<file path="src/font.mem">
// Font glyphs, one hex byte per glyph line, 16 lines per character, MSB is the leftmost pixel
// @ marks the character code times 16; characters not listed read as zero
@210
00 00 18 3C 3C 3C 18 18
18 00 18 18 00 00 00 00
@300
00 00 7C C6 C6 CE DE F6
E6 C6 C6 7C 00 00 00 00
@310
00 00 18 38 78 18 18 18
18 18 18 7E 00 00 00 00
@410
00 00 10 38 6C C6 C6 FE
C6 C6 C6 C6 00 00 00 00
@420
00 00 FC 66 66 66 7C 66
66 66 66 FC 00 00 00 00
@480
00 00 C6 C6 C6 C6 FE C6
C6 C6 C6 C6 00 00 00 00
@4F0
00 00 7C C6 C6 C6 C6 C6
C6 C6 C6 7C 00 00 00 00

</file>
<file path="src/hdl/TextTerminalPkg.sv">
// Screen geometry, control codes, colors, command opcodes and bus structs
package TextTerminalPkg;

	// Screen and glyph geometry
	localparam int ScreenColumns = 80;
	localparam int ScreenRows = 30;
	localparam int GlyphLines = 16;
	localparam int TextDepth = ScreenColumns * ScreenRows;
	// 128 glyphs of 16 lines each
	localparam int FontDepth = 2048;

	// Field widths
	localparam int ColumnWidth = 7;
	localparam int RowWidth = 5;
	localparam int LineWidth = 4;
	localparam int TextAddressWidth = 12;
	localparam int FontAddressWidth = 11;

	// Control codes as sent by the UART host
	localparam logic [7:0] CodeNewLine = 8'h10;
	localparam logic [7:0] CodeCarriageReturn = 8'h13;
	localparam logic [7:0] CodeBackspace = 8'h08;
	localparam logic [7:0] CodeHome = 8'h1B;

	// Fixed colors, before and after the first pixel result
	localparam logic [2:0] ColorForegroundReset = 3'b111;
	localparam logic [2:0] ColorBackgroundReset = 3'b000;
	localparam logic [2:0] ColorForegroundText = 3'b011;
	localparam logic [2:0] ColorBackgroundText = 3'b001;

	// Hex glyph data, one byte per line
	localparam FontFile = "/design/src/font.mem";

	typedef enum logic [2:0] {
		OpNone,
		OpNewLine,
		OpCarriageReturn,
		OpBackspace,
		OpHome,
		OpText
	} CommandOp_t;

	// Decoded byte
	typedef struct packed {
		logic Valid;
		CommandOp_t Op;
		logic [7:0] Char;
	} Command_t;

	// Write request to the text RAM
	typedef struct packed {
		logic Enable;
		logic [TextAddressWidth-1:0] Address;
		logic [7:0] Char;
	} TextWrite_t;

	// Pixel request from the video scanner
	typedef struct packed {
		logic [ColumnWidth-1:0] Column;
		logic [RowWidth-1:0] Row;
		logic [LineWidth-1:0] Line;
	} ScreenPosition_t;

endpackage
</file>
<file path="src/hdl/PixelFetcher.sv">
// Pixel read pipeline from screen position through text RAM and font ROM
`timescale 1ns/1ps

module PixelFetcher (
	input logic Clock,
	input logic Reset,
	input logic ReadRequest_i,
	input TextTerminalPkg::ScreenPosition_t Position_i,
	output logic [TextTerminalPkg::TextAddressWidth-1:0] TextReadAddress_o,
	input logic [7:0] TextData_i,
	output logic [TextTerminalPkg::FontAddressWidth-1:0] FontAddress_o,
	input logic [7:0] FontData_i,
	output logic [7:0] Pixels_o,
	output logic [2:0] ColorForeground_o,
	output logic [2:0] ColorBackground_o
);
	import TextTerminalPkg::*;

	// Valid tags, one per stage
	logic AddressValid;
	logic GlyphValid;
	logic FontValid;
	logic [TextAddressWidth-1:0] CellAddress;
	logic [LineWidth-1:0] AddressLine;
	logic [LineWidth-1:0] GlyphLine;

	always_ff @(posedge Clock or negedge Reset) begin
		if (!Reset) begin
			AddressValid <= 1'b0;
			GlyphValid <= 1'b0;
			FontValid <= 1'b0;
		end else begin
			AddressValid <= ReadRequest_i;
			GlyphValid <= AddressValid;
			FontValid <= GlyphValid;
		end
	end

	// Stage one, capture and linear address
	always_ff @(posedge Clock) begin
		if (ReadRequest_i) begin
			CellAddress <= TextAddressWidth'(Position_i.Row) * TextAddressWidth'(ScreenColumns)
				+ TextAddressWidth'(Position_i.Column);
			AddressLine <= Position_i.Line;
		end
		// Line follows its request while the RAM reads
		if (AddressValid) begin
			GlyphLine <= AddressLine;
		end
	end

	assign TextReadAddress_o = CellAddress;

	// Stage two, glyph address from RAM output
	assign FontAddress_o = {TextData_i[6:0], GlyphLine};

	// Stage three, result held until the next one
	always_ff @(posedge Clock or negedge Reset) begin
		if (!Reset) begin
			Pixels_o <= '0;
			ColorForeground_o <= ColorForegroundReset;
			ColorBackground_o <= ColorBackgroundReset;
		end else if (FontValid) begin
			Pixels_o <= FontData_i;
			ColorForeground_o <= ColorForegroundText;
			ColorBackground_o <= ColorBackgroundText;
		end
	end

endmodule

</file>
<file path="config.mk">
export PLATFORM = sky130hd
export DESIGN_NAME = PixelFetcher
export DESIGN_NICKNAME = d
export VERILOG_FILES = /design/src/hdl/TextTerminalPkg.sv /design/src/hdl/PixelFetcher.sv
export SDC_FILE = /design/constraint.sdc
export NUM_CORES = 1
export LEC_CHECK = 0
export ABC_CLOCK_PERIOD_IN_PS = 1300
export BUFFER_PORTS_ARGS = -buffer_cell sky130_fd_sc_hd__buf_2
export CORE_AREA = 2 2 63 65
export CTS_CLUSTER_DIAMETER = 60
export DETAILED_ROUTE_END_ITERATION = 7
export DIE_AREA = 0 0 65 67
export PLACE_DENSITY = 0.7
export SLEW_MARGIN = 20
export SYNTH_ARGS = -nofsm -noshare
export SYNTH_HDL_FRONTEND = slang
export SYNTH_SLANG_ARGS = --single-unit
</file>
<file path="constraint.sdc">
create_clock -name Clock -period 1.3 [get_ports Clock]
set_clock_uncertainty 0.2 [all_clocks]
set_input_delay 0.13 -clock Clock [delete_from_list [all_inputs] [get_ports Clock]]
set_output_delay 0.13 -clock Clock [all_outputs]
set_load 0.01 [all_outputs]
</file>
Yosys cells after proc, flatten, opt, wreduce, memory -nomap -nowiden
Index checks and enable logic that the tools add are counted.
{ "op_classes": {"n_addsub": 1, "multipliers": 1} }
{ "op_table": {"columns": ["operator", "count"], "rows": [
  ["12-bit by 7-bit adder with 12-bit output", 1],
  ["5-bit by 3-bit multiplier with 8-bit output (second input constant)", 1]
]} }
{ "totals": {"input_bits": 35, "output_inout_bits": 37, "register_bits": 33} }

Longest topological paths before layout
{ "depth": {"word_depth": 2, "mapped_depth": 6, "depth_no_buf": 6} }

Least setup slack after synthesis
OpenSTA, ideal clock, no wires.
{ "synth_path": {"path_type": "input port to flip-flop", "from": "input port Position_i[5] in the netlist's numbering", "to": "register CellAddress[10], in the netlist TextReadAddress_o[10] (data pin)", "cell_stages": 6, "setup_ps": 262, "path_slack_ps": -647, "arrival_ps": 1485, "t_required_ps": 838, "cell_sequence": "ha_1 -> ha_1 -> fa_1 -> xor2_1 -> nand3_1 -> xnor2_1"} }
{ "synth_between": {"elab_chain_cells": 2} }
{ "synth_rtl": {"columns": ["element", "line_no", "text"], "rows": [
  ["start: declaration", "PixelFetcher.sv:8", "input TextTerminalPkg::ScreenPosition_t Position_i,"],
  ["5-bit by 3-bit multiplier with 8-bit output", "PixelFetcher.sv:42", "CellAddress <= TextAddressWidth'(Position_i.Row) * TextAddressWidth'(ScreenColumns)"],
  ["12-bit by 7-bit adder with 12-bit output", "PixelFetcher.sv:43", "+ TextAddressWidth'(Position_i.Column);"],
  ["end signal: assignment", "PixelFetcher.sv:42", null],
  ["end: declaration", "PixelFetcher.sv:23", "logic [TextAddressWidth-1:0] CellAddress;"]
]} }
No other way between the ends.
A chain may end at the register's enable or synchronous reset.

Worst setup path after layout
{ "layout_path": {"from": "input port Position_i[7] in the netlist's numbering", "to": "register CellAddress[9], in the netlist TextReadAddress_o[9] (data pin)"} }
The elaborated chain is that of the path after synthesis.

==> out/qor.yml <==
status: "complete, but fails checks"
violations: "setup timing"
area_delta_synth_final_pct: 52.7
hold_path_class: "input pin to asynchronous set/reset pin"
critPathTopFamily: "adder cells"
hold_viol: 0
finalWirelength_um: 2770
powerDensity_mw_per_mm2: 1160
fin_setup_tns_ps: -1160
clockBufferDepth: 2
viasPerCell: 4.52
crit_path_max_incr_delay_ps: 560
numCtsBuffers: 5
antenna_found_initial: 0
core.rowCount: 22
cp.arrival_ps: 1440
layout_worst_path_cycle_share_pct: 125
overflow: 0
ys_types: 20
ys_ff_latch: 33
grt_setup_unrepaired: "true"
wl_per_cell_um: 13.1
drtIter0Drc: 45
crit_path_frequent_cell: "ha_4"
fin_nets: 209
end_kind: "flip-flop"
vias: 959
crit_chain: "buf_8, ha_4, ha_4, fa_2, nand2_1, nor2_2, xor2_1"
path_max_fanout: 3
grt_pass1_vias: 1045
drive_gt1_share_pct: 56.1
clkLatencyLatePin_ps: 270
fin_crit_ps: 1620
grt_pass1_wl_um: 4510
ios: 72
core_area_mm2: 0.00361
clock-sinks: 33
worst-path-buf-inv: 1
firstDrtPassIters: 4
yosysSeqAreaShare_pct: 65.6
drc: 0
numPortBuffers: 52
die_y_um: 67
syn_inst: 86
crit_type: "input pin to flip-flop"
final_antenna_net_count: 0
fmax_mhz: 617
worst_ep_required_time_ps: 1120
die_x_um: 65
layout_commonest_cell: "buf_2"
grt_max_degree: 18
final_cell_mix: "buf_2, edfxtp_1, dlygate4sd3_1"
startpoint_type: "input pin"
die-area_mm2: 0.00436
routedLengthMet1_um: 988
start_util_pct: 39.2
fin_ws_ps: -322
yosysWarnings: 0
clock-root-buffer: "clkbuf_8"
setup_viol: 4
n_antenna_cell: 0
dr_wl_met2_um: 1430
cap_violations: 0
place_congestion: 0.756
detailed_place_hpwl_um: 2030
grt_use_total_pct: 13.9
cts_tree: "built"
leakagePower_nw: 0.940
clk_pin_slew_ps: 60
netlist_area_mm2: 0.00141
post-place-ws_ps: -735
dr.max_layer_used: "met4"
drv_slew: 0
cp_slowest_cell: "fa_2"
ir_drop_mv: 0.564
wl_met3_um: 272
ctsHtreeMaxLevel: 2
hold_ws_ps: 55.5
syn_area_per_cell_um2: 16.4
## cells in the mapped netlist, drive strengths merged
cell,number,area (µm²)
ha,9,113
or2,1,6.26
nor2b,2,12.5
dfstp,1,26.3
a32o,1,10.0
xor2,4,35.0
edfxtp,20,601
xnor2,3,26.3
fa,2,40.0
mux2,8,90.1
nor2,1,3.75
nand3,1,5.00
a21o,3,22.5
dfrtp,12,300
buf,12,87.6
a21oi,3,22.5
conb,2,7.51
nand2,1,3.75
## logic make-up (layout without fill, tap and decap cells)
| family | count (synthesis) | count (layout) | share of synthesized area [%] |
|---|---|---|---|
| AND/OR/NAND/NOR | 6 | 6 | 2.21 |
| adder cells (fa/ha/maj) | 11 | 11 | 10.8 |
| buffers and inverters | 12 | 88 | 6.20 |
| flip-flops | 33 | 33 | 65.6 |
| other | 2 | 4 | 0.532 |
| multiplexers | 8 | 8 | 6.38 |
| XOR/XNOR | 7 | 7 | 4.34 |
| AO/OA/AOI/OAI | 7 | 7 | 3.90 |
## per-layer routing
metal | vias to the layer above | global-route usage, %
met1 | 457 | 13.4
met4 | 0 | 6.65
met2 | 44 | 26.0
met5 | - | 0
li1 | 440 | -
met3 | 18 | 4.90
## worst paths after layout
| kind | from | endpoint | slack [ps] | depth (start not counted) |
|---|---|---|---|---|
| worst max-delay path | Position_i[7] | TextReadAddress_o[9] | -320 | 7 |
| worst min-delay path | Reset | Pixels_o[7] | 60 | 2 |
| worst max register to register | FontValid | Pixels_o[2] | 150 | 1 |
| worst min register to register | GlyphValid | FontValid | 150 | 0 |
| max in group asynchronous | Reset | ColorForeground_o[2] | 570 | 2 |
| min in group Clock | Position_i[14] | TextReadAddress_o[5] | 60 | 2 |
## per-stage QoR
stage / cell area [µm²] / cells / total power [mW] / util (%)
2_1_floorplan: 1490 / 88 / 1.56 / -
3_3_place_gp: 1780 / 184 / 1.73 / 49.4
3_5_place_dp: 1780 / 184 / 1.75 / 49.4
4_1_cts: 2110 / 211 / 2.53 / 58.6
5_1_grt: 2160 / 212 / 2.66 / 59.8
6_report: 2160 / 212 / 2.51 / 59.8
## area by class of cell
type                    instances  area, µm²
well taps                      48       60.1
multi-input cells              43        523
clock inverters                 3       12.5
fillers                       289       1450
clock buffers                   5       68.8
repair buffers                 80        564
flip-flops and latches         33        928
## power by group
group	total [mW]	internal (mW)	switching, mW
clock	0.694	0.359	0.334
combinational	0.540	0.302	0.238
sequential	1.27	1.24	0.0363
## what timing repair did
action / 4_1_cts / 5_1_grt
pin swaps: 11 / 7
cloned: 0 / 0
setup endpoints to repair: 5 / 7
hold buffers: 18 / 1
hold endpoints to repair: 31 / 1
buffers inserted: 1 / 0
gates resized for setup: 12 / 9
## registers in the layout, summed over array words and instances (netlist names)
name	count
FontValid	1
AddressValid	1
Pixels_o	8
TextReadAddress_o	12
AddressLine	4
GlyphValid	1
ColorForeground_o	1
ColorBackground_o	1
GlyphLine	4
Note: power is estimated with default switching activity, not from simulation.
