==> src/font.mem <==
// Font glyphs, one hex byte per glyph line, 16 lines per character, MSB is the leftmost pixel
// @ marks the character code times 16; characters not listed read as zero
@210
00 00 18 3C 3C 3C 18 18
18 00 18 18 00 00 00 00
@300
00 00 7C C6 C6 CE DE F6
E6 C6 C6 7C 00 00 00 00
@310
00 00 18 38 78 18 18 18
18 18 18 7E 00 00 00 00
@410
00 00 10 38 6C C6 C6 FE
C6 C6 C6 C6 00 00 00 00
@420
00 00 FC 66 66 66 7C 66
66 66 66 FC 00 00 00 00
@480
00 00 C6 C6 C6 C6 FE C6
C6 C6 C6 C6 00 00 00 00
@4F0
00 00 7C C6 C6 C6 C6 C6
C6 C6 C6 7C 00 00 00 00

==> src/hdl/TextTerminalPkg.sv <==
// Screen geometry, control codes, colors, command opcodes and bus structs
package TextTerminalPkg;

	// Screen and glyph geometry
	localparam int ScreenColumns = 80;
	localparam int ScreenRows = 30;
	localparam int GlyphLines = 16;
	localparam int TextDepth = ScreenColumns * ScreenRows;
	// 128 glyphs of 16 lines each
	localparam int FontDepth = 2048;

	// Field widths
	localparam int ColumnWidth = 7;
	localparam int RowWidth = 5;
	localparam int LineWidth = 4;
	localparam int TextAddressWidth = 12;
	localparam int FontAddressWidth = 11;

	// Control codes as sent by the UART host
	localparam logic [7:0] CodeNewLine = 8'h10;
	localparam logic [7:0] CodeCarriageReturn = 8'h13;
	localparam logic [7:0] CodeBackspace = 8'h08;
	localparam logic [7:0] CodeHome = 8'h1B;

	// Fixed colors, before and after the first pixel result
	localparam logic [2:0] ColorForegroundReset = 3'b111;
	localparam logic [2:0] ColorBackgroundReset = 3'b000;
	localparam logic [2:0] ColorForegroundText = 3'b011;
	localparam logic [2:0] ColorBackgroundText = 3'b001;

	// Hex glyph data, one byte per line
	localparam FontFile = "/design/src/font.mem";

	typedef enum logic [2:0] {
		OpNone,
		OpNewLine,
		OpCarriageReturn,
		OpBackspace,
		OpHome,
		OpText
	} CommandOp_t;

	// Decoded byte
	typedef struct packed {
		logic Valid;
		CommandOp_t Op;
		logic [7:0] Char;
	} Command_t;

	// Write request to the text RAM
	typedef struct packed {
		logic Enable;
		logic [TextAddressWidth-1:0] Address;
		logic [7:0] Char;
	} TextWrite_t;

	// Pixel request from the video scanner
	typedef struct packed {
		logic [ColumnWidth-1:0] Column;
		logic [RowWidth-1:0] Row;
		logic [LineWidth-1:0] Line;
	} ScreenPosition_t;

endpackage
==> src/hdl/CursorWriter.sv <==
// Cursor state machine with wrap rules and text RAM write request
`timescale 1ns/1ps

module CursorWriter (
	input logic Clock,
	input logic Reset,
	input TextTerminalPkg::Command_t Command_i,
	output TextTerminalPkg::TextWrite_t TextWrite_o,
	output logic [TextTerminalPkg::ColumnWidth-1:0] CursorColumn_o,
	output logic [TextTerminalPkg::RowWidth-1:0] CursorRow_o
);
	import TextTerminalPkg::*;

	typedef enum logic {
		StateIdle,
		StateWrite
	} State_t;

	State_t State;
	logic [7:0] PendingChar;
	logic [ColumnWidth-1:0] Column;
	logic [RowWidth-1:0] Row;
	logic AtLastColumn;
	logic [RowWidth-1:0] NextRow;
	logic [RowWidth-1:0] PreviousRow;
	logic [TextAddressWidth-1:0] LinearAddress;

	assign AtLastColumn = (Column == ColumnWidth'(ScreenColumns - 1));

	// Row steps with wrap at both screen edges
	assign NextRow = (Row == RowWidth'(ScreenRows - 1)) ? '0 : Row + 1'b1;
	assign PreviousRow = (Row == '0) ? RowWidth'(ScreenRows - 1) : Row - 1'b1;

	// Cell index, row major
	assign LinearAddress = TextAddressWidth'(Row) * TextAddressWidth'(ScreenColumns)
		+ TextAddressWidth'(Column);

	always_ff @(posedge Clock or negedge Reset) begin
		if (!Reset) begin
			State <= StateIdle;
			Column <= '0;
			Row <= '0;
		end else if (State == StateWrite) begin
			// Byte goes to RAM on this edge, cursor steps past it
			State <= StateIdle;
			if (AtLastColumn) begin
				Column <= '0;
				Row <= NextRow;
			end else begin
				Column <= Column + 1'b1;
			end
		end else if (Command_i.Valid) begin
			case (Command_i.Op)
				OpNewLine: begin
					Row <= NextRow;
				end
				OpCarriageReturn: begin
					Column <= '0;
				end
				OpBackspace: begin
					// Column 0 backs up to the end of the previous row
					if (Column == '0) begin
						Column <= ColumnWidth'(ScreenColumns - 1);
						Row <= PreviousRow;
					end else begin
						Column <= Column - 1'b1;
					end
				end
				OpHome: begin
					Column <= '0;
					Row <= '0;
				end
				OpText: begin
					State <= StateWrite;
				end
				default: begin
					State <= StateIdle;
				end
			endcase
		end
	end

	// Character held until the write cycle
	always_ff @(posedge Clock) begin
		if (Command_i.Valid && Command_i.Op == OpText) begin
			PendingChar <= Command_i.Char;
		end
	end

	assign TextWrite_o = '{Enable: State == StateWrite, Address: LinearAddress,
		Char: PendingChar};
	assign CursorColumn_o = Column;
	assign CursorRow_o = Row;

endmodule

==> config.mk <==
export PLATFORM = sky130hd
export DESIGN_NAME = CursorWriter
export DESIGN_NICKNAME = d
export VERILOG_FILES = /design/src/hdl/TextTerminalPkg.sv /design/src/hdl/CursorWriter.sv
export SDC_FILE = /design/constraint.sdc
export NUM_CORES = 1
export LEC_CHECK = 0
export ABC_CLOCK_PERIOD_IN_PS = 5700
export BUFFER_PORTS_ARGS = -buffer_cell sky130_fd_sc_hd__buf_4
export CORE_AREA = 10 10 69 71
export CTS_BUF_LIST = sky130_fd_sc_hd__clkbuf_8
export CTS_CLUSTER_SIZE = 20
export DETAILED_ROUTE_END_ITERATION = 7
export DIE_AREA = 0 0 79 81
export PLACE_DENSITY = 0.85
export SYNTH_ARGS = -nofsm -noshare
export SYNTH_HDL_FRONTEND = slang
export SYNTH_SLANG_ARGS = --single-unit
==> constraint.sdc <==
create_clock -name Clock -period 5.7 [get_ports Clock]
set_clock_uncertainty 0.05 [all_clocks]
set_input_delay 1.14 -clock Clock [delete_from_list [all_inputs] [get_ports Clock]]
set_output_delay 1.14 -clock Clock [all_outputs]
set_load 0.02 [all_outputs]
### After elaboration in Yosys (flattened, before gate mapping)

Cells that the tools add are included.

* register bits after elaboration: 21
* input port bits: 14
* word-level logic and storage cells: 43

* add/sub/neg operators: 5
* $mul: 1
* equal/unequal tests: 9
* multiplexer cells: 15
* reductions and logical operators: 9

Operator list (count)
* $mux W5: 6
* $mux W7: 4
* $pmux W5 S3: 1
* $pmux W7 S2: 1
* $add A12 B7 Y12: 1
* $mul A5 B3 Y8 const B: 1
* $add A7 B1 Y7 const B: 1
* $eq A7 B7 Y1 const B: 1
* $logic_not A7 Y1: 1
* $sub A7 B1 Y7 const B: 1
* $eq A3 B2 Y1 const B: 2
* $eq A3 B3 Y1 const B: 2
* $add A5 B1 Y5 const B: 1
* $eq A5 B5 Y1 const B: 1
* $logic_not A5 Y1: 1
* $sub A5 B1 Y5 const B: 1
* $reduce_and A4 Y1: 1
* $reduce_bool A4 Y1: 1
* $eq A3 B1 Y1 const B: 1
* $mux W1: 3
* $ne A3 B3 Y1 const B: 1
* $reduce_bool A3 Y1: 1
* $ne A2 B1 Y1 const B: 1
* $reduce_and A2 Y1: 1
* 3 further kinds: 3

### Longest topological paths before layout

* depth in word-level cells: 6
* depth in mapped cells: 7
* mapped depth without buffers: 7

### Worst setup path after synthesis

OpenSTA, ideal clock, no wires.

* kind: reg2out
* start point: reg Row[3] (netlist: CursorRow_o[3])
* end point: out TextWrite_o[19] (netlist name)
* arrival time: 2314 ps
* slack: 2196 ps
* stages on the path, launching flop included: 8
* buffers on the path: 0
* cells stage by stage: dfrtp_1 ha_1 ha_1 inv_1 fa_1 nor3b_1 nand2_1 o22ai_1

RTL lines
* start, declared: line CursorWriter.sv:22 `logic [RowWidth-1:0] Row;`
* start signal, assigned: line CursorWriter.sv:48 `Row <= NextRow;`
* start signal, assigned: line CursorWriter.sv:55 `Row <= NextRow;`
* start signal, assigned: line CursorWriter.sv:64 `Row <= PreviousRow;`
* end, declared: line CursorWriter.sv:8 `output TextTerminalPkg::TextWrite_t TextWrite_o,`

==> run_results.csv <==
group,metric,value,unit
critical_path,startpoint,"CursorRow_o[3]$_DFFE_PN0P_",
global_route,antenna_found_initial,0,
layout,multi_input_area,977.2,µm²
cts,cts_sinks,21,
timing,finalSetupTns,0,ps
critical_path,critPathKind,"register to primary output",
placement,post-place-cells,269,
timing,period_needed,3740,ps
cts,cts_inserted_buffers,3,
cts,cts_resized,0,
detailed_routing,drtIter0Drc,99,
synthesis,synth_edf_count,8,
timing,holdWs,544.3,ps
layout,area_growth_syn_to_layout,23.05,%
placement,post-place-ws,2276,ps
power_and_ir_drop,peakVddDrop,0.0002028,V
timing,worst_pin_slew,562.4,ps
placement,post-dp-hpwl,3.179,mm
synthesis,syn_inst,187,
detailed_routing,post-route-drc-count,0,
die,io_pins,47,
timing,hold_viol_final,0,
timing,rsz0062_at_grt,"no",
detailed_routing,num_vias,1485,
timing,setup_viol,0,
global_route,track_usage,12.71,%
synthesis,syn_avg_cell_area,8.939,µm²
die,dieArea,6399,µm²
critical_path,worstPathMaxFanout,10,
power_and_ir_drop,power,1.032,mW
synthesis,yosysWarnings,0,
timing,slew-limit-headroom,62.26,%
synthesis,ys_seq_elements,21,
critical_path,crit_arrival,2550,ps
global_route,grt_util_met2,23.74,%
global_route,grt_pass1_wl,6.755,mm
critical_path,end_kind,"primary output",
timing,fmax,267.4,MHz
cts,holdBufCountCts,0,
global_route,grt_pass1_vias,1457,
synthesis,synth_top_area_cell,"dfrtp_1",
die,die_y,81,µm
synthesis,synthFlopType,"dfrtp_1",
detailed_routing,antenna_left,0,
min_path,hp-start,"CursorColumn_o[5]$_DFFE_PN0P_",
detailed_routing,routed_via_density,5.440,
detailed_routing,drt_wl_total,4.130,mm
layout,instances_no_fill,273,
critical_path,critPathMaxStageDelay,530,ps
min_path,min_path_type,"register to register",
cts,clock_tree.root_cell,"clkbuf_8",
layout,regArea,565.5,µm²
placement,port_buffers,46,
global_route,grt_start_max_net_pins,15,
cts,path_clk_slew,80,ps
layout,fin_nets,257,
cts,cts_tree,"yes",
global_route,met1_usage,15.19,%
die,num_rows,22,
power_and_ir_drop,total_leakage_power,0.9535,nW
critical_path,cp_common_cell,"ha_1",
critical_path,slowest_stage,"dfrtp_1",
die,start_util,47.44,%
synthesis,synth_nets,218,
run,cap_violations,0,
cts,clockBufferDepth,2,
detailed_routing,wl_per_cell,15.13,µm
power_and_ir_drop,p_per_area,501.8,nW/µm²
die,core,3523,µm²
placement,place_congestion,0.9229,
critical_path,start_kind,"register",
die,die_w,79,µm
global_route,met3_usage,2.539,%
global_route,top_usage_layer,"met2",
timing,final_max_slew_viol_count,0,
critical_path,crit_path_cell_trace,"ha_1, ha_1, inv_1, fa_1, nor3b_1, nand2_1, o22ai_1, buf_4",
synthesis,syn_area,1672,µm²
cts,cts_setup_buffers,0,
cts,clk_latency,260,ps
layout,final.fill_count,324,
synthesis,synth_top_area_share,19.46,%
cts,cts_htree_levels,1,
synthesis,synthTopCellsByArea,"dfrtp_1, edfxtp_1, ha_1",
critical_path,crit_required,4510,ps
synthesis,ys_seq_area_share,33.83,%
timing,setup_ws,1960,ps
layout,diodes,0,
detailed_routing,firstDrtPassIters,4,
synthesis,synthArstFlopShare,61.90,%
layout,fin_util,58.38,%
timing,final.period_utilization,65.61,%
global_route,gr-total-overflow,0,
layout,drive_above_1_share,23.56,%
critical_path,reg2reg_from,"CursorColumn_o[0]$_DFFE_PN0P_",
synthesis,synthDistinctLibCells,49,
layout,stdcell_area,2057,µm²
placement,post_dp_cell_area,2012,µm²
status,status,"finished, final reports clean",
-- layout by cell type (no fill, tap or decap), types with 2 or more instances in the layout --
master,synthesis,final
and3_1,2,2
nand2b_1,4,4
nand4_1,2,2
fa_1,2,2
buf_4,5,46
a21o_1,3,3
a211oi_1,4,4
a31oi_1,4,4
nor2_1,11,11
nand2_1,10,10
xor2_1,4,4
o21ai_0,11,11
mux2i_1,2,2
dfrtp_1,13,13
inv_1,17,18
a211o_1,2,2
nand3_1,3,3
clkbuf_8,0,3
edfxtp_1,8,8
xnor2_1,5,5
ha_1,15,15
nand3b_1,3,3
o22ai_1,3,3
o31ai_1,2,2
nor3_1,6,6
a21oi_1,17,17
nor3b_1,2,2
-- power breakdown --
group	total (mW)	switching (mW)	internal [mW]
clock network	0.101	0.0524	0.0481
registers	0.271	0.0803	0.191
logic	0.660	0.370	0.291
total	1.03	0.502	0.530
-- final cells by class --
type | count | share of cell area, %
multi-input combinational | 137 | 47.51
sequential | 21 | 27.49
timing repair buffer | 46 | 16.79
inverter | 17 | 3.102
tap | 48 | 2.920
clock buffer | 3 | 2.007
clock inverter | 1 | 0.1825
-- routing by layer --
layer  wire length (µm)  vias up
met3                170        4
met2               2193       38
met4                 26        0
met5                  0        -
li1                   -      750
met1               1740      693
-- worst max-delay path: cells and delay by family, from the launching register on --
family / cells / cell delay (ps)
AND/OR/NAND/NOR: 2 / 420
buffers and inverters: 2 / 230
flip-flops: 1 / 530
adder cells (fa/ha/maj): 3 / 970
AO/OA/AOI/OAI: 1 / 130
-- cell usage after synthesis, drive strengths merged (3+ instances only) --
library cell,n
dfrtp,13
xor2,4
a31oi,4
nand3,3
xnor2,5
o21ai,12
a21oi,17
nor2,11
inv,17
buf,7
a211oi,4
nand2b,4
a21o,3
o22ai,3
clkbuf,5
ha,15
edfxtp,8
nand3b,3
nand2,10
nor3,6
-- state kept, by name (all words and copies together), names as in the netlist --
signal and flops:
CursorColumn_o 7, CursorRow_o 5, PendingChar 8, State 1
-- worst paths after layout --
check                                                end  slack, ps  cells past startpoint
max reg2reg                   CursorRow_o[3]$_DFFE_PN0P_       3520                      7
max                                      TextWrite_o[19]       1960                      8
min in group asynchronous     CursorRow_o[2]$_DFFE_PN0P_        660                      1
max in group asynchronous  CursorColumn_o[4]$_DFFE_PN0P_       4770                      1
min reg2reg                CursorColumn_o[5]$_DFFE_PN0P_        540                      1
min                        CursorColumn_o[5]$_DFFE_PN0P_        540                      1
-- kinds of logic after synthesis --
kind of cell / after synthesis / share of synthesized area (%)
mux: 2 / 1.198
compound gates: 58 / 22.01
fa+ha+maj: 17 / 13.62
simple gates: 51 / 16.92
buf+inv: 29 / 7.709
xor+xnor: 9 / 4.715
flops: 21 / 33.83
(Power assumes the default switching activity.)
