[src/font.mem]
// Font glyphs, one hex byte per glyph line, 16 lines per character, MSB is the leftmost pixel
// @ marks the character code times 16; characters not listed read as zero
@210
00 00 18 3C 3C 3C 18 18
18 00 18 18 00 00 00 00
@300
00 00 7C C6 C6 CE DE F6
E6 C6 C6 7C 00 00 00 00
@310
00 00 18 38 78 18 18 18
18 18 18 7E 00 00 00 00
@410
00 00 10 38 6C C6 C6 FE
C6 C6 C6 C6 00 00 00 00
@420
00 00 FC 66 66 66 7C 66
66 66 66 FC 00 00 00 00
@480
00 00 C6 C6 C6 C6 FE C6
C6 C6 C6 C6 00 00 00 00
@4F0
00 00 7C C6 C6 C6 C6 C6
C6 C6 C6 7C 00 00 00 00

[src/hdl/TextTerminalPkg.sv]
// Screen geometry, control codes, colors, command opcodes and bus structs
package TextTerminalPkg;

	// Screen and glyph geometry
	localparam int ScreenColumns = 80;
	localparam int ScreenRows = 30;
	localparam int GlyphLines = 16;
	localparam int TextDepth = ScreenColumns * ScreenRows;
	// 128 glyphs of 16 lines each
	localparam int FontDepth = 2048;

	// Field widths
	localparam int ColumnWidth = 7;
	localparam int RowWidth = 5;
	localparam int LineWidth = 4;
	localparam int TextAddressWidth = 12;
	localparam int FontAddressWidth = 11;

	// Control codes as sent by the UART host
	localparam logic [7:0] CodeNewLine = 8'h10;
	localparam logic [7:0] CodeCarriageReturn = 8'h13;
	localparam logic [7:0] CodeBackspace = 8'h08;
	localparam logic [7:0] CodeHome = 8'h1B;

	// Fixed colors, before and after the first pixel result
	localparam logic [2:0] ColorForegroundReset = 3'b111;
	localparam logic [2:0] ColorBackgroundReset = 3'b000;
	localparam logic [2:0] ColorForegroundText = 3'b011;
	localparam logic [2:0] ColorBackgroundText = 3'b001;

	// Hex glyph data, one byte per line
	localparam FontFile = "/design/src/font.mem";

	typedef enum logic [2:0] {
		OpNone,
		OpNewLine,
		OpCarriageReturn,
		OpBackspace,
		OpHome,
		OpText
	} CommandOp_t;

	// Decoded byte
	typedef struct packed {
		logic Valid;
		CommandOp_t Op;
		logic [7:0] Char;
	} Command_t;

	// Write request to the text RAM
	typedef struct packed {
		logic Enable;
		logic [TextAddressWidth-1:0] Address;
		logic [7:0] Char;
	} TextWrite_t;

	// Pixel request from the video scanner
	typedef struct packed {
		logic [ColumnWidth-1:0] Column;
		logic [RowWidth-1:0] Row;
		logic [LineWidth-1:0] Line;
	} ScreenPosition_t;

endpackage
[src/hdl/CommandDecoder.sv]
// Command decoder, classifies each received UART byte
`timescale 1ns/1ps

module CommandDecoder (
	input logic AnalyzeRequest_i,
	input logic [7:0] DataFromUart_i,
	output TextTerminalPkg::Command_t Command_o
);
	import TextTerminalPkg::*;

	CommandOp_t Op;

	// Control codes first, then printable range
	always_comb begin
		case (DataFromUart_i)
			CodeNewLine: begin
				Op = OpNewLine;
			end
			CodeCarriageReturn: begin
				Op = OpCarriageReturn;
			end
			CodeBackspace: begin
				Op = OpBackspace;
			end
			CodeHome: begin
				Op = OpHome;
			end
			default: begin
				// Top bit set is ignored
				Op = DataFromUart_i[7] ? OpNone : OpText;
			end
		endcase
	end

	// Valid only in the strobe cycle
	assign Command_o = '{Valid: AnalyzeRequest_i, Op: Op, Char: DataFromUart_i};

endmodule

[config.mk]
export PLATFORM = sky130hd
export DESIGN_NAME = CommandDecoder
export DESIGN_NICKNAME = d
export VERILOG_FILES = /design/src/hdl/TextTerminalPkg.sv /design/src/hdl/CommandDecoder.sv
export SDC_FILE = /design/constraint.sdc
export NUM_CORES = 1
export LEC_CHECK = 0
export BUFFER_PORTS_ARGS = -buffer_cell sky130_fd_sc_hd__buf_2
export CAP_MARGIN = 25
export CORE_AREA = 4 4 41 43
export DETAILED_ROUTE_END_ITERATION = 16
export DIE_AREA = 0 0 45 47
export SETUP_SLACK_MARGIN = 0.02
export SLEW_MARGIN = 20
export SYNTH_ARGS = -nofsm -noshare
export SYNTH_HDL_FRONTEND = slang
export SYNTH_SLANG_ARGS = --single-unit
[constraint.sdc]
create_clock -name vclk -period 1.39
set_clock_uncertainty 0.15 [all_clocks]
set_input_delay 0.278 -clock vclk [all_inputs]
set_output_delay 0.278 -clock vclk [all_outputs]
set_load 0.005 [all_outputs]
Word-level counts from Yosys, hierarchy flattened
Cells that the tools add are included.
{"block": "word_totals", "reg_bits": 0, "input_bits": 9, "mem_count": 0, "rom_bits": 0, "word_cells": 6, "latchBits": 0, "output_inout_bits": 12, "ram_bits": 0}
{"block": "classes", "order_cmp": 0, "mux": 2, "add_sub_neg": 0, "div_mod_pow": 0, "bitwise_logic": 0, "n_shift": 0, "n_reduce_logical": 0, "n_mul": 0, "eq_ne": 4}
{"op": "equality test 8 x 5 -> 1 bit (second input constant)", "n": 3}
{"op": "one-hot mux 3 bit (4 select lines)", "n": 1}
{"op": "equality test 8 x 4 -> 1 bit (second input constant)", "n": 1}
{"op": "two-way mux 3 bit", "n": 1}

Depth between registers and ports, before layout
Gate-level depths: netlist (run 1).
{"block": "logic_depth", "depth_word": 2, "mapped_depth": 3, "ltp_nobuf": 3}

Worst setup path before layout (run 1)
No wires, ideal clock.
{"block": "synth_path", "path_type": "input -> output", "startpoint": "input port DataFromUart_i[7]", "endpoint": "output port Command_o[9] (netlist bit)", "stages": 2, "path_buffers": 0, "t_required_ps": 962, "slack_ps": 237, "t_arrival_ps": 725, "cell_sequence": "nor4_4 -> o21a_1"}
{"item": "start: declaration", "line": "CommandDecoder.sv:6", "rtl": "input logic [7:0] DataFromUart_i,"}
{"item": "end: declaration", "line": "CommandDecoder.sv:7", "rtl": "output TextTerminalPkg::Command_t Command_o"}

==> results by group, run 1 <==
Run status
  – Outcome: finished with violations
  – Failing checks: negative setup slack

Floorplan
  – Num rows: 13
  – Die footprint: 2120 sq um
  – Die width: 45 microns
  – IO Count: 21
  – Initial Util: 0.112
  – Core area: 1300 sq um
  – Die Ht: 47 microns

Synthesis
  – Main area contributors after synthesis: buf_4 (47%), nor4_4 (15%), a41oi_1 (6.0%)
  – Synth unique cells: 10
  – Seq/Total Area, Yosys: 0
  – Top-area cell type share of the netlist area: 0.466
  – Netlist Area Pre-Place: 145 sq um
  – Cell taking the most area after synthesis: buf_4
  – Ys Warns: 0
  – Synthesized instance count: 18
  – Mapped Nets: 27
  – Post-Syn Area per Cell: 8.06 sq um
  – Leading cell type by number of instances after synthesis: buf_4

Cells and area
  – Sequential cells: 0
  – Layout Utilization: 0.201
  – Share of layout cells above drive strength 1: 0.833
  – Clkbuf count: 0
  – Final nets: 41
  – Synth-to-layout area growth: 80.2%
  – ANT cells: 0
  – Seq. cell area: 0 sq um
  – Fillers: 152

Route
  – First DRT Iteration DRCs: 2
  – DRC errors left: 0
  – Total number of vias: 166
  – DR vias/cell: 3.69
  – Total Wirelength: 427 microns
  – WL/cell: 9.49 microns
  – Pre-antenna DRT Iters: 2
  – Routed Antenna Nets: 0

Power
  – Leak pwr: 0.120 nW
  – P per Cell Area: 269 nW/um^2
  – Total design power: 0.0704 mW
  – Peak supply drop: 0.0000384 V

Worst setup path
  – Critical path endpoint category: output port
  – Critical Path Start: DataFromUart_i[6]
  – Startpoint types: input pin
  – Data required, critical path: 0.96 ns
  – Crit path max fanout: 3
  – Setup CP Type: in2out
  – CP arrival: 0.98 ns

CTS
  – Hold buffer count at cts: 0
  – Post-CTS setup buffer count: 0

Hold path
  – Worst hold path type: in2out
  – Hold path depth: 0
  – HP Start: AnalyzeRequest_i

STA
  – RSZ-0062 raised after global routing: yes
  – Setup-failing EPs final: 2
  – Final worst slack: -0.0203 ns
  – Minimum clock period: 1.41 ns
  – Max Slew Vio Count: 0
  – Final worst-path cycle share: 1.01
  – Peak Freq: 0.709 GHz
  – Slew Limit Headroom: 0.819
  – Worst slew pin tran: 0.269 ns
  – Final hold vios: 0
  – Post-route setup TNS: -0.0269 ns

Job
  – Count of max-cap constraint violations: 0

Place
  – Port Buffers: 19
  – Dpl hpwl: 377 microns
  – Global placer's final weighted congestion: 0.631

Global route
  – Global-route wire length before repair: 579 microns
  – Grt ovf: 0
  – Initial antenna violation count: 0
  – Total track usage: 0.0339
  – Largest net degree at the start of global routing: 6
  – Vias in the first global route: 152
worst paths after layout:
check	slack, ns	to
max	-0.02	Command_o[8]
min	0.41	Command_o[11]
stage by stage:
stage | instance area (sq um) | worst slack [ns] | hold slack, ns | std cells
after floorplan | 145 | 0.237 | 0.434 | 18
after global placement | 206 | -0.0628 | 0.406 | 45
after detailed placement | 206 | -0.0647 | 0.406 | 45
after CTS | 250 | -0.0385 | 0.406 | 45
after global routing | 262 | -0.0891 | 0.406 | 45
final | 262 | -0.0203 | 0.406 | 45
final cells by class:
class | count | area, sq um | share of cell area
well taps | 15 | 18.8 | 0.0718
repair buffers | 21 | 143 | 0.545
multi-input cells | 9 | 100 | 0.383
cells by family (layout without fill, tap and decap cells):
group	Yosys count	in the layout	synth area share
xor gates and xnor gates	1	1	0.0604
AOI/OAI and AO/OA	4	4	0.207
and+or+nand+nor	4	4	0.267
buffers and inverters	9	21	0.465
cell usage in the layout (no fill, tap or decap):
master,synthesis,layout
buf_6,0,2
o21a_1,1,1
o32ai_2,0,1
a21oi_1,1,1
nor2_1,1,1
nand3_1,1,1
nor4b_1,1,1
buf_8,0,2
nor4_4,1,1
xnor2_2,0,1
buf_2,0,15
a41oi_2,0,1
buf_4,9,2
worst max-delay path: stages:
cell and delay [ns]:
buf_8 0.10, nor4_4 0.32, a41oi_2 0.14, buf_2 0.15
power by group:
part | leakage [nW] | total (mW) | switching (mW) | internal [mW]
Sequential | 0 | 0 | 0 | 0
Clock | 0 | 0 | 0 | 0
Combinational | 0.120 | 0.0704 | 0.0291 | 0.0413
Total | 0.120 | 0.0704 | 0.0291 | 0.0413
repair_timing:
item,4_1_cts,5_1_grt
endpoints found under the setup margin,3,3
gates resized for setup,8,2
pin swaps,2,1
metal layers:
layer  track usage  wire (microns)  vias up
met5             0               0        -
met3             0              75        0
met1        0.0428             149       69
met4       0.00585               0        0
met2        0.0650             201       12
li1              -               -       85
No activity file was read; power rests on OpenSTA's default activity.
==> inputs of run 2 (changes only) <==
- RECOVER_POWER: default -> 100
==> run 2 against run 1 <==
  * The flow still finishes with violations (negative setup slack)
  * Routed wire length shrank 1.9%
  * Combinational power fell by 3%
  * Clock-buffer cell count is the same
  * Utilization is 0.38 points lower
  * Cell count did not move
  * Maximum frequency is 0.10% higher
  * Critical path type unchanged
  * Largest cell class unchanged
==> results by group, run 2 (synthesized netlist as in run 1, its figures left out) <==
Run status
  – Outcome: finished with violations
  – Failing checks: negative setup slack

Cells and area
  – Post-Layout Inst Area: 256 sq um (-1.9%)
  – ANT cells: 0 (unchanged)
  – Clkbuf count: 0 (unchanged)
  – Synth-to-layout area growth: 76.7%
  – Fin cells: 45 (unchanged)
  – Most common cell after layout, fill and taps aside: buf_2
  – Area of the multi-input gates: 100 sq um (unchanged)
  – Sequential cells: 0 (unchanged)
  – Share of layout cells above drive strength 1: 0.767 (-0.0667)
  – Seq. cell area: 0 sq um (unchanged)
  – Final nets: 41 (unchanged)
  – Most frequent cells in the layout: buf_2 (14), buf_6 (2), buf_8 (2), clkbuf_1 (2)
  – Fillers: 152 (unchanged)

Place
  – Dpl hpwl: 377 microns (unchanged)
  – Port Buffers: 19 (unchanged)
  – Post-Place Cell Area: 206 sq um (unchanged)
  – Placed Instances: 45 (unchanged)
  – Global placer's final weighted congestion: 0.631 (unchanged)

STA
  – Setup-failing EPs final: 2 (unchanged)
  – Worst slew pin tran: 0.268 ns (-0.00103 ns)
  – Final worst-path cycle share: 1.01 (-0.00103)
  – Peak Freq: 0.710 GHz (+0.10%)
  – Minimum clock period: 1.41 ns (-0.00144 ns)
  – Final hold vios: 0 (unchanged)
  – Slew Limit Headroom: 0.820 (about the same)
  – Max Slew Vio Count: 0 (unchanged)
  – Final worst slack: -0.0189 ns (+0.00144 ns)
  – RSZ-0062 raised after global routing: yes

Route
  – DRC errors left: 0 (unchanged)
  – Total number of vias: 167 (+0.60%)
  – Total Wirelength: 419 microns (-1.9%)
  – First DRT Iteration DRCs: 2 (unchanged)
  – Routed Antenna Nets: 0 (unchanged)
  – DR vias/cell: 3.71 (+0.60%)
  – Pre-antenna DRT Iters: 2 (unchanged)
  – WL/cell: 9.31 microns (-1.9%)

Job
  – Count of max-cap constraint violations: 0 (unchanged)

Power
  – Peak supply drop: 0.0000384 V (about the same)
  – Register share of total power: 0 (unchanged)
  – Clock power share: 0 (unchanged)
  – Power Internal: 0.0396 mW (-4.1%)
  – P per Cell Area: 267 nW/um^2 (-0.67%)
  – P_sw: 0.0290 mW (-0.40%)
  – Comb pwr share: 1.000 (about the same)
  – Switching part of the total: 0.423 (+0.00920)
  – Leak pwr: 0.114 nW (-5.3%)

Global route
  – Initial antenna violation count: 0 (unchanged)
  – Global-route wire length before repair: 579 microns (unchanged)
  – Vias in the first global route: 152 (unchanged)
  – Largest net degree at the start of global routing: 6 (unchanged)
  – Grt ovf: 0 (unchanged)
  – Total track usage: 0.0339 (unchanged)

Floorplan
  – Core area: 1300 sq um (unchanged)
  – IO Count: 21 (unchanged)
  – Num rows: 13 (unchanged)
  – Die Ht: 47 microns (unchanged)
  – Die width: 45 microns (unchanged)
  – Die footprint: 2120 sq um (unchanged)
  – Initial Util: 0.112 (unchanged)

Worst setup path
  – CP arrival: 0.98 ns (about the same)
  – CP cell instances: buf_8 -> nor4_4 -> a41oi_2 -> buf_2
  – Crit path max fanout: 3 (unchanged)
  – Slowest CP cell: nor4_4
  – Data required, critical path: 0.96 ns (about the same)
  – Startpoint types: input pin
  – Critical path endpoint category: output port
  – Setup CP Type: in2out
  – CP peak stage delay: 0.32 ns (about the same)

Hold path
  – HP Start: AnalyzeRequest_i
  – Worst hold endpoint: Command_o[11]
  – Worst hold path type: in2out
  – Hold path depth: 0 (unchanged)

CTS
  – Post-CTS setup buffer count: 0 (unchanged)
  – Hold buffer count at cts: 0 (unchanged)
[run 2: changes by cell type in the layout (fill, tap and decap cells not counted), sizes merged]
cell	change
clkbuf	+2
buf	-2
[run 2: timing repair]
item | 4_1_cts | 5_1_grt
gates resized for setup | 8 | 2
pin swaps | 2 | 1
endpoints found under the setup margin | 3 | 3
[run 2: final cells by class]
cell class / instances / area share
multi-input cells: 9 / 0.390
well taps: 15 / 0.0732
repair buffers: 21 / 0.537
[run 2: metrics by stage]
| stage | util | hold WS [ns] | worst slack [ns] | total power [mW] | setup TNS [ns] |
|---|---|---|---|---|---|
| floorplan | - | 0.434 | 0.237 | 0.0317 | 0 |
| global placement | 0.159 | 0.406 | -0.0628 | 0.0542 | -0.112 |
| detailed placement | 0.159 | 0.406 | -0.0647 | 0.0547 | -0.103 |
| CTS | 0.192 | 0.406 | -0.0385 | 0.0677 | -0.0603 |
| global route | 0.197 | 0.406 | -0.0891 | 0.0737 | -0.210 |
| finish | 0.197 | 0.406 | -0.0189 | 0.0686 | -0.0241 |
[run 2: power groups by stage]
stage               logic (mW)  clock network (mW)  registers, mW
floorplan               0.0317                   0              0
global placement        0.0542                   0              0
detailed placement      0.0547                   0              0
CTS                     0.0677                   0              0
global route            0.0737                   0              0
finish                  0.0686                   0              0
[run 2: worst max path at each step]
stage | from | end | slack [ns] | cells past startpoint
2_1_floorplan | DataFromUart_i[7] | Command_o[9] | 0.24 | 2
3_3_place_gp | DataFromUart_i[7] | Command_o[8] | -0.06 | 4
3_5_place_dp | DataFromUart_i[7] | Command_o[8] | -0.06 | 4
4_1_cts | DataFromUart_i[6] | Command_o[8] | -0.04 | 4
5_1_grt | DataFromUart_i[6] | Command_o[8] | -0.09 | 4
6_report | DataFromUart_i[6] | Command_o[8] | -0.02 | 4
[run 2: metal layers]
metal | wire length [microns] | track usage | share of wire | vias up
li1 | - | - | - | 85
met2 | 202 | 0.0650 | 0.48 | 12
met5 | 0 | 0 | 0 | -
met1 | 142 | 0.0428 | 0.34 | 70
met4 | 0 | 0.00585 | 0 | 0
met3 | 74 | 0 | 0.18 | 0
[run 2: critical path, delay by kind of cell]
kind                   cells  cell delay [ns]
and+or+nand+nor            1             0.32
AOI/OAI and AO/OA          1             0.14
buffers and inverters      2             0.25
==> inputs of run 3 (changes only) <==
- ABC_AREA: default -> 1
==> run 3 against run 2 <==
  * The flow still finishes with violations (negative setup slack)
  * Critical path depth grew 4
  * Die area stayed put
  * Global-route usage is 1.6 points higher
  * Routed wire length up 25%
  * Synthesized area increased by 30%
  * Maximum frequency barely moved
  * Combinational power grew 23%
  * Sequential cell count stayed put
  * Synthesized cell count up 94%
  * Worst hold slack did not move
  * Power is 23% higher
  * Via count increased by 36%
  * Critical path type unchanged
==> results by group, run 3 <==
Run status
  – Outcome: finished with violations
  – Failing checks: negative setup slack

Worst setup path
  – CP peak stage delay: 0.13 ns (-0.19 ns)
  – Critical path endpoint category: output port
  – Crit-path leading delay family: simple AND/OR/NAND/NOR gates
  – Setup CP Type: in2out
  – Data required, critical path: 0.96 ns (about the same)
  – Top cell by count, worst path: nor2_4
  – Slowest CP cell: buf_4
  – CP arrival: 0.98 ns (about the same)
  – CP cell instances: buf_4 -> nor2_4 -> nand2_2 -> nor2_4 -> nor2_2 -> nand3_2 -> nand2_1 -> buf_2
  – Startpoint types: input pin
  – Crit path max fanout: 3 (unchanged)
  – CP bufs+invs: 2 (unchanged)

STA
  – Post-route setup TNS: -0.0372 ns (-0.0131 ns)
  – RSZ-0062 raised after global routing: yes
  – Final hold vios: 0 (unchanged)
  – Final worst-path cycle share: 1.01 (about the same)
  – Minimum clock period: 1.41 ns (+0.000558 ns)
  – Max Slew Vio Count: 0 (unchanged)
  – Worst slew pin tran: 0.123 ns (-0.145 ns)
  – Final worst slack: -0.0194 ns (-0.000558 ns)
  – Setup-failing EPs final: 2 (unchanged)
  – Peak Freq: 0.710 GHz (about the same)
  – Slew Limit Headroom: 0.918 (+0.0979)

Synthesis
  – Synthesized instance count: 35 (+17)
  – Ys Warns: 0 (unchanged)
  – Post-Syn Area per Cell: 5.40 sq um (-33%)
  – Cell taking the most area after synthesis: buf_4
  – Leading cell type by number of instances after synthesis: buf_4
  – Main area contributors after synthesis: buf_4 (36%), nor2_2 (20%), nand2_1 (16%)
  – Synth unique cells: 7 (-3)
  – Ranking of synthesized cells by instance count: buf_4 (9), nand2_1 (8), nor2_1 (6), nor2_2 (6), inv_1 (4)
  – Top-area cell type share of the netlist area: 0.358 (-0.108)
  – Seq/Total Area, Yosys: 0 (unchanged)
  – Mapped Nets: 44 (+63%)
  – Netlist Area Pre-Place: 189 sq um (+30%)

Cells and area
  – Seq. cell area: 0 sq um (unchanged)
  – Final nets: 57 (+39%)
  – Post-Layout Inst Area: 344 sq um (+34%)
  – Most common cell after layout, fill and taps aside: buf_2
  – Share of layout cells above drive strength 1: 0.870 (+0.103)
  – Layout Utilization: 0.264 (+0.0673)
  – Sequential cells: 0 (unchanged)
  – Synth-to-layout area growth: 82.1%
  – Clkbuf count: 0 (unchanged)
  – ANT cells: 0 (unchanged)
  – Most frequent cells in the layout: buf_2 (11), nor2_4 (7), nand2_2 (6)

Route
  – Routed Antenna Nets: 0 (unchanged)
  – First DRT Iteration DRCs: 0 (-2)
  – Total Wirelength: 525 microns (+25%)
  – WL/cell: 8.61 microns (-7.6%)
  – DR vias/cell: 3.72 (+0.27%)
  – DRC errors left: 0 (unchanged)
  – Pre-antenna DRT Iters: 1 (-1)
  – Total number of vias: 227 (+36%)

Global route
  – Global-route wire length before repair: 821 microns (+42%)
  – Total track usage: 0.0496 (+0.0157)
  – Initial antenna violation count: 0 (unchanged)
  – Grt ovf: 0 (unchanged)
  – Largest net degree at the start of global routing: 4 (-2)
  – Vias in the first global route: 230 (+51%)

Floorplan
  – Core area: 1300 sq um (unchanged)
  – Num rows: 13 (unchanged)
  – Die width: 45 microns (unchanged)
  – Die Ht: 47 microns (unchanged)
  – Die footprint: 2120 sq um (unchanged)
  – Initial Util: 0.145 (+0.0337)
  – IO Count: 21 (unchanged)

Place
  – Port Buffers: 19 (unchanged)
  – Post-Place Cell Area: 243 sq um (+18%)
  – Global placer's final weighted congestion: 0.670 (+6.1%)
  – Dpl hpwl: 441 microns (+17%)
  – Pre-CTS setup slack: -0.110 ns (-0.0451 ns)

Hold path
  – Worst hold path type: in2out

Power
  – Peak supply drop: 0.0000594 V (+55%)
  – Leak pwr: 0.163 nW (+44%)
  – P per Cell Area: 244 nW/um^2 (-8.6%)

Job
  – Count of max-cap constraint violations: 0 (unchanged)
[run 3: area by class of cell]
type | instances | area, sq um
multi-input combinational | 22 | 169
inverter | 4 | 15.0
tap | 15 | 18.8
timing repair buffer | 20 | 141
fill | 152 | 957
[run 3: final timing paths]
path / to / from / slack [ns] / cells past startpoint
worst max-delay path: Command_o[10] / DataFromUart_i[0] / -0.02 / 8
worst min-delay path: Command_o[11] / AnalyzeRequest_i / 0.41 / 0
[run 3: where the power goes]
group	internal (mW)	switching (mW)	leakage, nW
combinational	0.0439	0.0402	0.163
sequential	0	0	0
clock	0	0	0
total	0.0439	0.0402	0.163
[run 3: metrics by stage]
step / instances / total power, mW / hold WS (ns)
after floorplan: 35 / 0.0377 / 0.487
after global placement: 61 / 0.0539 / 0.406
after detailed placement: 61 / 0.0551 / 0.406
after CTS: 61 / 0.0775 / 0.406
after global routing: 61 / 0.0918 / 0.406
final: 61 / 0.0841 / 0.406
[run 3: routing by layer]
metal  wire [microns]  global-route usage
met2              287               0.110
met3               62                   0
met4                0             0.00585
met1              176              0.0517
met5                0                   0
[run 3: cell families after synthesis]
kind of cell	after synthesis	share of synthesized area
buffers and inverters	13	0.437
and+or+nand+nor	22	0.563
[run 3: what timing repair did]
item,in CTS,in global routing
endpoints found under the setup margin,3,3
resized for setup,20,10
buffers inserted,0,0
pin swaps,13,12
hold buffers,0,0
